--- config.mk ---
export PLATFORM = sky130hd
export DESIGN_NAME = sample_top
export DESIGN_NICKNAME = d
export VERILOG_FILES = /design/src/sample_pkg.sv /design/src/sample_top.sv /design/src/result_capture.sv /design/src/sample_sequencer.sv /design/src/reg_axil_slave.sv
export VERILOG_INCLUDE_DIRS = /design/src /design/src/src
export SDC_FILE = /design/constraint.sdc
export NUM_CORES = 1
export LEC_CHECK = 0
export ABC_AREA = 1
export ABC_CLOCK_PERIOD_IN_PS = 5700
export BUFFER_PORTS_ARGS = -buffer_cell sky130_fd_sc_hd__buf_2
export CAP_MARGIN = 20
export CORE_MARGIN = 3
export CORE_UTILIZATION = 65
export CTS_CLUSTER_SIZE = 10
export DETAILED_ROUTE_END_ITERATION = 7
export PLACE_DENSITY = 0.83
export SYNTH_ARGS = -nofsm -noshare
export SYNTH_HDL_FRONTEND = slang
export SYNTH_HIERARCHICAL = 1
export SYNTH_SLANG_ARGS = --single-unit
--- constraint.sdc ---
create_clock -name clk -period 5.7 [get_ports clk]
set_input_delay 0 -clock clk [delete_from_list [all_inputs] [get_ports clk]]
set_output_delay 0 -clock clk [all_outputs]
set_load 0.02 [all_outputs]
--- src/sample_config.svh ---
// Sampling controller configuration

`ifndef SAMPLE_CONFIG_SVH
`define SAMPLE_CONFIG_SVH

////////////////////////////////////////////////////////////
// data path widths

// width of one measurement word from the integrating adc
`define SAMPLE_ADC_W 24

// width of the precharge pause down counter
`define SAMPLE_CNT_W 24

////////////////////////////////////////////////////////////
// timing defaults

// precharge register value after reset
// 10000 clocks is 500us with a 20MHz clock
`define SAMPLE_PRECHARGE_DEFAULT 10000

`endif
--- src/sample_pkg.sv ---
// Sampling controller types

`default_nettype none

`include "sample_config.svh"

package sample_pkg;

  ////////////////////////////////////////////////////////////
  // host configuration seen by the sequencer

  typedef struct packed {
    // enables the measurement cycle
    logic                         run;
    // 1 for hi/lo auto-zero pairs, 0 for single hi measurements
    logic                         az_mode;
    // pause length, the pause lasts precharge_n+1 clocks
    logic [`SAMPLE_CNT_W-1:0]     precharge_n;
  } seq_cfg_t;

  ////////////////////////////////////////////////////////////
  // one measurement, tagged with the mux phase it was taken in

  typedef struct packed {
    logic signed [`SAMPLE_ADC_W-1:0] data;
    // 1 = hi (signal), 0 = lo (reference low)
    logic                            phase;
    logic                            valid;
  } adc_sample_t;

  ////////////////////////////////////////////////////////////
  // finished result, one bit wider than a sample so hi - lo fits

  typedef struct packed {
    logic signed [`SAMPLE_ADC_W:0] value;
    logic                          valid;
  } result_t;

endpackage

`default_nettype wire

--- src/sample_top.sv ---
// Sampling controller top level

`timescale 1ns/1ps
`default_nettype none

`include "sample_config.svh"

module sample_top (
  input  logic                      clk,
  input  logic                      reset,
  // host side, axi4-lite slave
  input  logic [3:0]                s_awaddr,
  input  logic                      s_awvalid,
  output logic                      s_awready,
  input  logic [31:0]               s_wdata,
  input  logic [3:0]                s_wstrb,
  input  logic                      s_wvalid,
  output logic                      s_wready,
  output logic [1:0]                s_bresp,
  output logic                      s_bvalid,
  input  logic                      s_bready,
  input  logic [3:0]                s_araddr,
  input  logic                      s_arvalid,
  output logic                      s_arready,
  output logic [31:0]               s_rdata,
  output logic [1:0]                s_rresp,
  output logic                      s_rvalid,
  input  logic                      s_rready,
  // adc side
  output logic                      adc_trig,
  output logic                      azmux,
  input  logic                      adc_valid,
  input  logic [`SAMPLE_ADC_W-1:0]  adc_data,
  output logic                      irq
);

  sample_pkg::seq_cfg_t     cfg;
  sample_pkg::adc_sample_t  sample;
  sample_pkg::result_t      result;
  logic [31:0]              result_count;

  ////////////////////////////////////////////////////////////
  // host registers

  reg_axil_slave u_regs (
    .clk          (clk),
    .reset        (reset),
    .s_awaddr     (s_awaddr),
    .s_awvalid    (s_awvalid),
    .s_awready    (s_awready),
    .s_wdata      (s_wdata),
    .s_wstrb      (s_wstrb),
    .s_wvalid     (s_wvalid),
    .s_wready     (s_wready),
    .s_bresp      (s_bresp),
    .s_bvalid     (s_bvalid),
    .s_bready     (s_bready),
    .s_araddr     (s_araddr),
    .s_arvalid    (s_arvalid),
    .s_arready    (s_arready),
    .s_rdata      (s_rdata),
    .s_rresp      (s_rresp),
    .s_rvalid     (s_rvalid),
    .s_rready     (s_rready),
    .cfg          (cfg),
    .result       (result),
    .result_count (result_count)
  );

  ////////////////////////////////////////////////////////////
  // measurement cycle, adc_valid to sample is one clock

  sample_sequencer u_seq (
    .clk       (clk),
    .reset     (reset),
    .cfg       (cfg),
    .adc_trig  (adc_trig),
    .azmux     (azmux),
    .adc_valid (adc_valid),
    .adc_data  (adc_data),
    .sample    (sample)
  );

  // sample to irq is one more clock
  result_capture u_capture (
    .clk          (clk),
    .reset        (reset),
    .az_mode      (cfg.az_mode),
    .sample       (sample),
    .result       (result),
    .result_count (result_count),
    .irq          (irq)
  );

endmodule

`default_nettype wire

--- src/result_capture.sv ---
// Result capture and counter

`timescale 1ns/1ps
`default_nettype none

`include "sample_config.svh"

module result_capture (
  input  logic                     clk,
  input  logic                     reset,
  input  logic                     az_mode,
  input  sample_pkg::adc_sample_t  sample,
  output sample_pkg::result_t      result,
  output logic [31:0]              result_count,
  output logic                     irq
);

  // stored hi measurement of the current auto-zero pair
  logic signed [`SAMPLE_ADC_W-1:0] hi_q;
  logic                            hi_ok;
  logic signed [`SAMPLE_ADC_W:0]   hi_ext;
  logic signed [`SAMPLE_ADC_W:0]   in_ext;
  logic signed [`SAMPLE_ADC_W:0]   value_q;
  logic                            valid_q;

  // one extra sign bit, hi - lo then cannot overflow
  assign hi_ext = {hi_q[`SAMPLE_ADC_W-1], hi_q};
  assign in_ext = {sample.data[`SAMPLE_ADC_W-1], sample.data};

  always_ff @(posedge clk or posedge reset)
  begin
    if (reset)
    begin
      hi_ok        <= 1'b0;
      valid_q      <= 1'b0;
      value_q      <= '0;
      result_count <= 32'h0;
    end
    else
    begin
      valid_q <= 1'b0;

      if (sample.valid)
      begin
        if (sample.phase && !az_mode)
        begin
          // plain mode, hi passes straight through
          value_q      <= in_ext;
          valid_q      <= 1'b1;
          result_count <= result_count + 1'b1;
        end
        else if (sample.phase)
          hi_ok <= 1'b1;
        else if (az_mode && hi_ok)
        begin
          // auto-zero, subtract the offset seen on reference low
          value_q      <= hi_ext - in_ext;
          valid_q      <= 1'b1;
          hi_ok        <= 1'b0;
          result_count <= result_count + 1'b1;
        end
        // lo without a stored hi is dropped
      end
    end
  end

  // hi word only
  always_ff @(posedge clk)
  begin
    if (sample.valid && sample.phase)
      hi_q <= sample.data;
  end

  assign result.value = value_q;
  assign result.valid = valid_q;

  // interrupt pulses with each new result
  assign irq = valid_q;

endmodule

`default_nettype wire

--- src/sample_sequencer.sv ---
// Precharge and trigger sequencer

`timescale 1ns/1ps
`default_nettype none

`include "sample_config.svh"

module sample_sequencer (
  input  logic                      clk,
  input  logic                      reset,
  input  sample_pkg::seq_cfg_t      cfg,
  // adc handshake and input mux select
  output logic                      adc_trig,
  output logic                      azmux,
  input  logic                      adc_valid,
  input  logic [`SAMPLE_ADC_W-1:0]  adc_data,
  // measurement forwarded to the capture block
  output sample_pkg::adc_sample_t   sample
);

  // idle doubles as the pause start, where cfg is sampled
  typedef enum logic [1:0] {
    IDLE,
    PAUSE,
    TRIG,
    WAIT
  } state_t;

  state_t                    state;
  logic [`SAMPLE_CNT_W-1:0]  count_q;
  // phase of the next auto-zero measurement, 1 = hi
  logic                      hi_next;
  // phase of the measurement in progress
  logic                      phase_q;
  logic                      smp_valid;
  logic [`SAMPLE_ADC_W-1:0]  smp_data;
  logic                      smp_phase;
  logic                      accept;

  // only a measurement we asked for counts, stray valids drop out here
  assign accept = (state == WAIT) && adc_valid;

  // trigger is exactly the one cycle spent in TRIG
  assign adc_trig = (state == TRIG);

  ////////////////////////////////////////////////////////////
  // state machine

  always_ff @(posedge clk or posedge reset)
  begin
    if (reset)
    begin
      state     <= IDLE;
      count_q   <= '0;
      hi_next   <= 1'b1;
      phase_q   <= 1'b1;
      azmux     <= 1'b0;
      smp_valid <= 1'b0;
    end
    else
    begin
      smp_valid <= 1'b0;

      case (state)
        // pause start, mode and pause length are taken here
        IDLE:
          if (cfg.run)
          begin
            count_q <= cfg.precharge_n;
            state   <= PAUSE;
            if (cfg.az_mode)
            begin
              // mux moves at the start of the pause so it can settle
              phase_q <= hi_next;
              azmux   <= hi_next;
              hi_next <= !hi_next;
            end
            else
            begin
              phase_q <= 1'b1;
              azmux   <= 1'b0;
              hi_next <= 1'b1;
            end
          end
          else
          begin
            // restart always begins with a hi measurement
            hi_next <= 1'b1;
          end

        // precharge_n+1 cycles here
        PAUSE:
          if (count_q == 0)
            state <= TRIG;
          else
            count_q <= count_q - 1'b1;

        TRIG:
          state <= WAIT;

        // run is not looked at, a started measurement completes
        WAIT:
          if (adc_valid)
          begin
            smp_valid <= 1'b1;
            azmux     <= 1'b0;
            state     <= IDLE;
          end
      endcase
    end
  end

  // measurement word and its phase tag
  always_ff @(posedge clk)
  begin
    if (accept)
    begin
      smp_data  <= adc_data;
      smp_phase <= phase_q;
    end
  end

  assign sample.data  = smp_data;
  assign sample.phase = smp_phase;
  assign sample.valid = smp_valid;

endmodule

`default_nettype wire

--- src/reg_axil_slave.sv ---
// AXI4-Lite register block

`timescale 1ns/1ps
`default_nettype none

`include "sample_config.svh"

module reg_axil_slave (
  input  logic                  clk,
  input  logic                  reset,
  // write address and data channels
  input  logic [3:0]            s_awaddr,
  input  logic                  s_awvalid,
  output logic                  s_awready,
  input  logic [31:0]           s_wdata,
  input  logic [3:0]            s_wstrb,
  input  logic                  s_wvalid,
  output logic                  s_wready,
  // write response channel
  output logic [1:0]            s_bresp,
  output logic                  s_bvalid,
  input  logic                  s_bready,
  // read channels
  input  logic [3:0]            s_araddr,
  input  logic                  s_arvalid,
  output logic                  s_arready,
  output logic [31:0]           s_rdata,
  output logic [1:0]            s_rresp,
  output logic                  s_rvalid,
  input  logic                  s_rready,
  // towards the sequencer and from the capture block
  output sample_pkg::seq_cfg_t  cfg,
  input  sample_pkg::result_t   result,
  input  logic [31:0]           result_count
);

  // register map
  localparam logic [3:0] ADDR_CTRL      = 4'h0;
  localparam logic [3:0] ADDR_PRECHARGE = 4'h4;
  localparam logic [3:0] ADDR_RESULT    = 4'h8;
  localparam logic [3:0] ADDR_COUNT     = 4'hC;

  // zero padding of the precharge register and sign bits of the result
  localparam int PAD_W = 32 - `SAMPLE_CNT_W;
  localparam int EXT_W = 32 - (`SAMPLE_ADC_W + 1);

  logic [1:0]                    ctrl_q;
  logic [`SAMPLE_CNT_W-1:0]      precharge_q;
  logic signed [`SAMPLE_ADC_W:0] latest_q;
  logic                          wr_fire;
  logic                          rd_fire;
  logic [31:0]                   ctrl_wr;
  logic [31:0]                   precharge_wr;
  logic [31:0]                   rd_word;

  // merge write data into the old word, byte by byte under the strobes
  function automatic logic [31:0] apply_strb(input logic [31:0] old_word,
                                             input logic [31:0] data,
                                             input logic [3:0]  strb);
    logic [31:0] merged;
    merged = old_word;
    for (int i = 0; i < 4; i++)
    begin
      if (strb[i])
        merged[i*8 +: 8] = data[i*8 +: 8];
    end
    return merged;
  endfunction

  ////////////////////////////////////////////////////////////
  // handshakes

  // both ready lines are high together for one cycle
  assign wr_fire = s_awvalid && s_awready && s_wvalid && s_wready;
  assign rd_fire = s_arvalid && s_arready;

  // every access answers okay
  assign s_bresp = 2'b00;
  assign s_rresp = 2'b00;

  assign ctrl_wr      = apply_strb({30'b0, ctrl_q}, s_wdata, s_wstrb);
  assign precharge_wr = apply_strb({{PAD_W{1'b0}}, precharge_q}, s_wdata, s_wstrb);

  always_ff @(posedge clk or posedge reset)
  begin
    if (reset)
    begin
      s_awready   <= 1'b0;
      s_wready    <= 1'b0;
      s_bvalid    <= 1'b0;
      s_arready   <= 1'b0;
      s_rvalid    <= 1'b0;
      ctrl_q      <= 2'b00;
      precharge_q <= `SAMPLE_PRECHARGE_DEFAULT;
      latest_q    <= '0;
    end
    else
    begin
      // single cycle ready pulses
      s_awready <= 1'b0;
      s_wready  <= 1'b0;
      s_arready <= 1'b0;

      // accept a write only with address and data both present
      // and no response still waiting for bready
      if (s_awvalid && s_wvalid && !s_awready && !s_bvalid)
      begin
        s_awready <= 1'b1;
        s_wready  <= 1'b1;
      end

      if (wr_fire)
      begin
        s_bvalid <= 1'b1;
        // read-only and unmapped addresses fall through untouched
        case (s_awaddr)
          ADDR_CTRL:      ctrl_q      <= ctrl_wr[1:0];
          ADDR_PRECHARGE: precharge_q <= precharge_wr[`SAMPLE_CNT_W-1:0];
          default:        ;
        endcase
      end
      else if (s_bvalid && s_bready)
        s_bvalid <= 1'b0;

      // one read in flight at most
      if (s_arvalid && !s_arready && !s_rvalid)
        s_arready <= 1'b1;

      if (rd_fire)
        s_rvalid <= 1'b1;
      else if (s_rvalid && s_rready)
        s_rvalid <= 1'b0;

      // hold the newest result, the next one overwrites it
      if (result.valid)
        latest_q <= result.value;
    end
  end

  ////////////////////////////////////////////////////////////
  // read data

  always_comb
  begin
    case (s_araddr)
      ADDR_CTRL:      rd_word = {30'b0, ctrl_q};
      ADDR_PRECHARGE: rd_word = {{PAD_W{1'b0}}, precharge_q};
      ADDR_RESULT:    rd_word = {{EXT_W{latest_q[`SAMPLE_ADC_W]}}, latest_q};
      ADDR_COUNT:     rd_word = result_count;
      default:        rd_word = 32'h0;
    endcase
  end

  // data word is held until rready
  always_ff @(posedge clk)
  begin
    if (rd_fire)
      s_rdata <= rd_word;
  end

  // bit0 run, bit1 az_mode
  assign cfg.run         = ctrl_q[0];
  assign cfg.az_mode     = ctrl_q[1];
  assign cfg.precharge_n = precharge_q;

endmodule

`default_nettype wire

==> PnR_summary.wiki <==
{| class="wikitable"
! Metric !! Value
|-
| Result of the run || completed
|-
| Net switching fraction of the power || 0.373
|-
| Detailed Place HPWL || 22.4 mm
|-
| Via count of the first global-routing pass || 10908
|-
| Die area || between 20000 and 25000 sq um
|-
| Post-CTS setup buffer count || 0
|-
| Total count of max-transition violations in the final report || 0
|-
| DRC viols || 0
|-
| Worst slew slack as a fraction of its limit || 0.313
|-
| Period Utilization, post-route || 0.578
|-
| Max VDD drop || between 0.2 and 0.3 mV
|-
| FFs w/ async S/R, synth || 0.640
|-
| Clock transition at the register clock pins on the worst setup and hold paths after CTS || 70 ps
|-
| Share of total power in combinational logic || 0.323
|-
| Floorplan die width || 145 um
|-
| Cell row count || 50
|-
| Post-synth top flop || dfrtp_1
|-
| Port-buffer cells || around 110
|-
| Data arrival at the endpoint of the critical path || 3700 ps
|-
| Syn Inst Count || ~1500
|-
| Antenna Diode Count || 0
|-
| Minimum setup slack after placement || 2580 ps
|-
| RSZ-0062 raised after global routing || no
|-
| Fraction of layout instances using a drive strength above 1 || 0.138
|-
| Placeable core region || 18800 sq um
|-
| Netlist area before placement || between 10000 and 15000 sq um
|-
| Hold-fix buffers at CTS || a little under 90
|-
| Fillers || 1246
|-
| Drt wl/cell || between 15 and 20 um
|-
| Number of antenna-violating nets in the routed design || 0
|-
| Via-to-Cell Ratio || 5.77
|-
| Crit path launch type || flip-flop
|-
| Global-route total usage across every layer || 0.340
|-
| Layout overhead on the synthesized area || 18.4%
|-
| Die Ht || between 100 and 150 um
|-
| Max_cap viols || 0
|-
| Utilization of the core after routing || 0.787
|-
| Maximum buffer depth of the clock tree || 3
|-
| Grt ovf || 0
|-
| Count of vias placed by the detailed router || approximately 11000
|-
| Initial Util || 0.665
|-
| Nets@finish || 1840
|-
| CP Capture Type || flip-flop
|-
| Drt total wl || 35.9 mm
|-
| Global-route wire length before repair || approximately 56 mm
|-
| IO Pins || 120
|-
| Buffer cell driving the clock tree root || clkbuf_16
|-
| Sw power || 0.00209 W
|-
| Internal Dissipation || ~0.0035 W
|-
| Period minus WS final || between 3000 and 4000 ps
|-
| Classification of the worst-slack hold path || input pin to flip-flop
|-
| Worst-margin pin slew || 1030 ps
|-
| CTS H-tree lvls || 1
|-
| Pleak || 7.42 nW
|-
| CTS tree || yes
|-
| Required time worst endpoint || 6110 ps
|-
| Summed negative setup slack over all endpoints || 0 ps
|-
| Gp weighted congestion || 0.900
|-
| First-pass iteration count of the detailed router || 6
|-
| CTS Buf Count || 26
|-
| Worst setup path class || flip-flop to flip-flop
|-
| Insertion delay of the later-clocked pin in the worst-skew pair || 530 ps
|-
| Antenna violations before repair || 0
|-
| Final hold slack || 42.6 ps
|-
| Post-Synthesis Mean Instance Area || 8.09 sq um
|-
| Pin count of the biggest net entering global routing || 60
|-
| Fmax || 303 MHz
|-
| Total number of yosys warnings || 6
|-
| Power per Cell Area || 380 nW/um^2
|-
| Fraction of power consumed by sequential logic || 0.401
|-
| Flop and latch count out of synthesis || 225
|-
| Total number of clock tree sinks || roughly 230
|-
| Part of the Yosys area used for sequential elements || 0.484
|-
| Final number of setup-violating endpoints || 0
|-
| Max Clock Skew || ~13 ps
|-
| Clk network pwr share || 0.276
|-
| Number of design-rule violations left by the first detailed-router iteration || about 1200
|-
| Number of distinct library cells after synthesis || 45
|-
| Number of enable-type register cells in the synthesized netlist || slightly above 80
|-
| Highest fanout seen on the critical path || 31
|-
| Setup slack after layout || 2400 ps
|-
| Number of hold violations in the final report || 0
|-
| Post-CTS Resized || 0
|}
synth_stat cells, types with 8 or more instances:
| master | n | share of area |
|---|---|---|
| nand2_1 | 568 | 0.17 |
| inv_1 | 181 | 0.054 |
| dfrtp_1 | 137 | 0.27 |
| nand3_1 | 135 | 0.054 |
| nor2_1 | 106 | 0.032 |
| edfxtp_1 | 81 | 0.19 |
| a21oi_1 | 38 | 0.015 |
| ha_1 | 31 | 0.031 |
| o21ai_0 | 27 | 0.011 |
| nand4_1 | 26 | 0.013 |
| mux2_2 | 25 | 0.023 |
| buf_4 | 19 | 0.011 |
| xor2_1 | 17 | 0.012 |
| xnor2_1 | 16 | 0.011 |
| nand2_2 | 14 | 0.0070 |
| nor2_4 | 10 | 0.0090 |
| buf_2 | 9 | 0.0036 |
| nand3b_1 | 9 | 0.0054 |
| or2_2 | 9 | 0.0045 |
| inv_2 | 8 | 0.0024 |
per-stage QoR:
step | power, W | cells | instance area (sq um)
3_5_place_dp | 0.00393 | 1848 | 13100
5_1_grt | 0.00592 | 1985 | 14800
3_3_place_gp | 0.00385 | 1848 | 13100
4_1_cts | 0.00550 | 1982 | 14700
6_report | 0.00562 | 1985 | 14800
2_1_floorplan | 0.00354 | 1546 | 12500
per-layer routing:
metal | track usage | vias to the layer above | wire length, um
met5 | 0 | - | 0
met4 | 0.150 | 0 | 1980
met3 | 0.0542 | 174 | 2930
met2 | 0.560 | 686 | 17100
met1 | 0.449 | 5310 | 13900
li1 | - | 5284 | -
sequential cells by signal, summed over array words and instances (netlist names), 2 cells and up:
register and count:
u_capture/hi_q 24, u_capture/result_count 32, u_capture/value_q 25, u_regs/ctrl_q 2, u_regs/latest_q 25, u_regs/precharge_q 24
u_regs/s_rdata 32, u_seq/count_q 24, u_seq/smp_data 24, u_seq/state 2
layout by cell type (no fill, tap or decap), drive strengths merged, types with 13 or more instances in the layout:
master / n
a21oi: 38
buf: 114
clkbuf: 47
dfrtp: 137
dlygate4sd3: 87
edfxtp: 81
ha: 31
inv: 189
mux2: 25
nand2: 583
nand3: 140
nand4: 28
nor2: 123
nor3: 13
o21ai: 28
xnor2: 16
xor2: 17
worst paths after layout:
kind,startpoint,end,slack (ps),cells past startpoint
worst max-delay path,u_seq/state[1],u_seq/count_q[23],2400,9
worst min register to register,u_seq/smp_data[20],u_capture/hi_q[20],450,0
worst min-delay path,s_wstrb[2],u_regs/precharge_q[20],40,6
worst max register to register,u_seq/state[1],u_seq/count_q[23],2400,9
min in group asynchronous,reset,u_capture/value_q[0],270,4
max in group asynchronous,reset,u_regs/precharge_q[11],4290,5
critical path: stages (launching register included):
cell,delay [ps]
dfrtp_1,410
inv_1,100
ha_1,760
inv_1,750
nand2_1,260
nand2_2,90
nand2_4,250
inv_2,280
nand2_1,180
nand2_1,90
power groups by stage:
stage                     clock [W]  combinational, W  sequential (W)
final                       0.00155           0.00181         0.00225
after CTS                   0.00154           0.00172         0.00224
after global placement            0           0.00160         0.00225
after detailed placement          0           0.00166         0.00226
after floorplan                   0           0.00135         0.00219
after global routing        0.00163           0.00200         0.00228
kinds of logic after synthesis:
family	after synthesis	share of synthesized area
adders and majority gates	32	0.0327
muxes	25	0.0226
DFF	225	0.484
xor gates and xnor gates	33	0.0232
AOI/OAI and AO/OA	86	0.0390
buffers and inverters	233	0.0810
and+or+nand+nor	908	0.317
other	1	0.000300
final cells by class:
| cell class | instances | area, sq um | area share |
|---|---|---|---|
| repair buffers | 201 | 1510 | 0.102 |
| inverters | 190 | 714 | 0.0484 |
| multi-input cells | 1088 | 5440 | 0.368 |
| flip-flops and latches | 225 | 6040 | 0.409 |
| well taps | 234 | 293 | 0.0198 |
| clock buffers | 47 | 771 | 0.0522 |
Note: power is estimated with default switching activity, not from simulation.
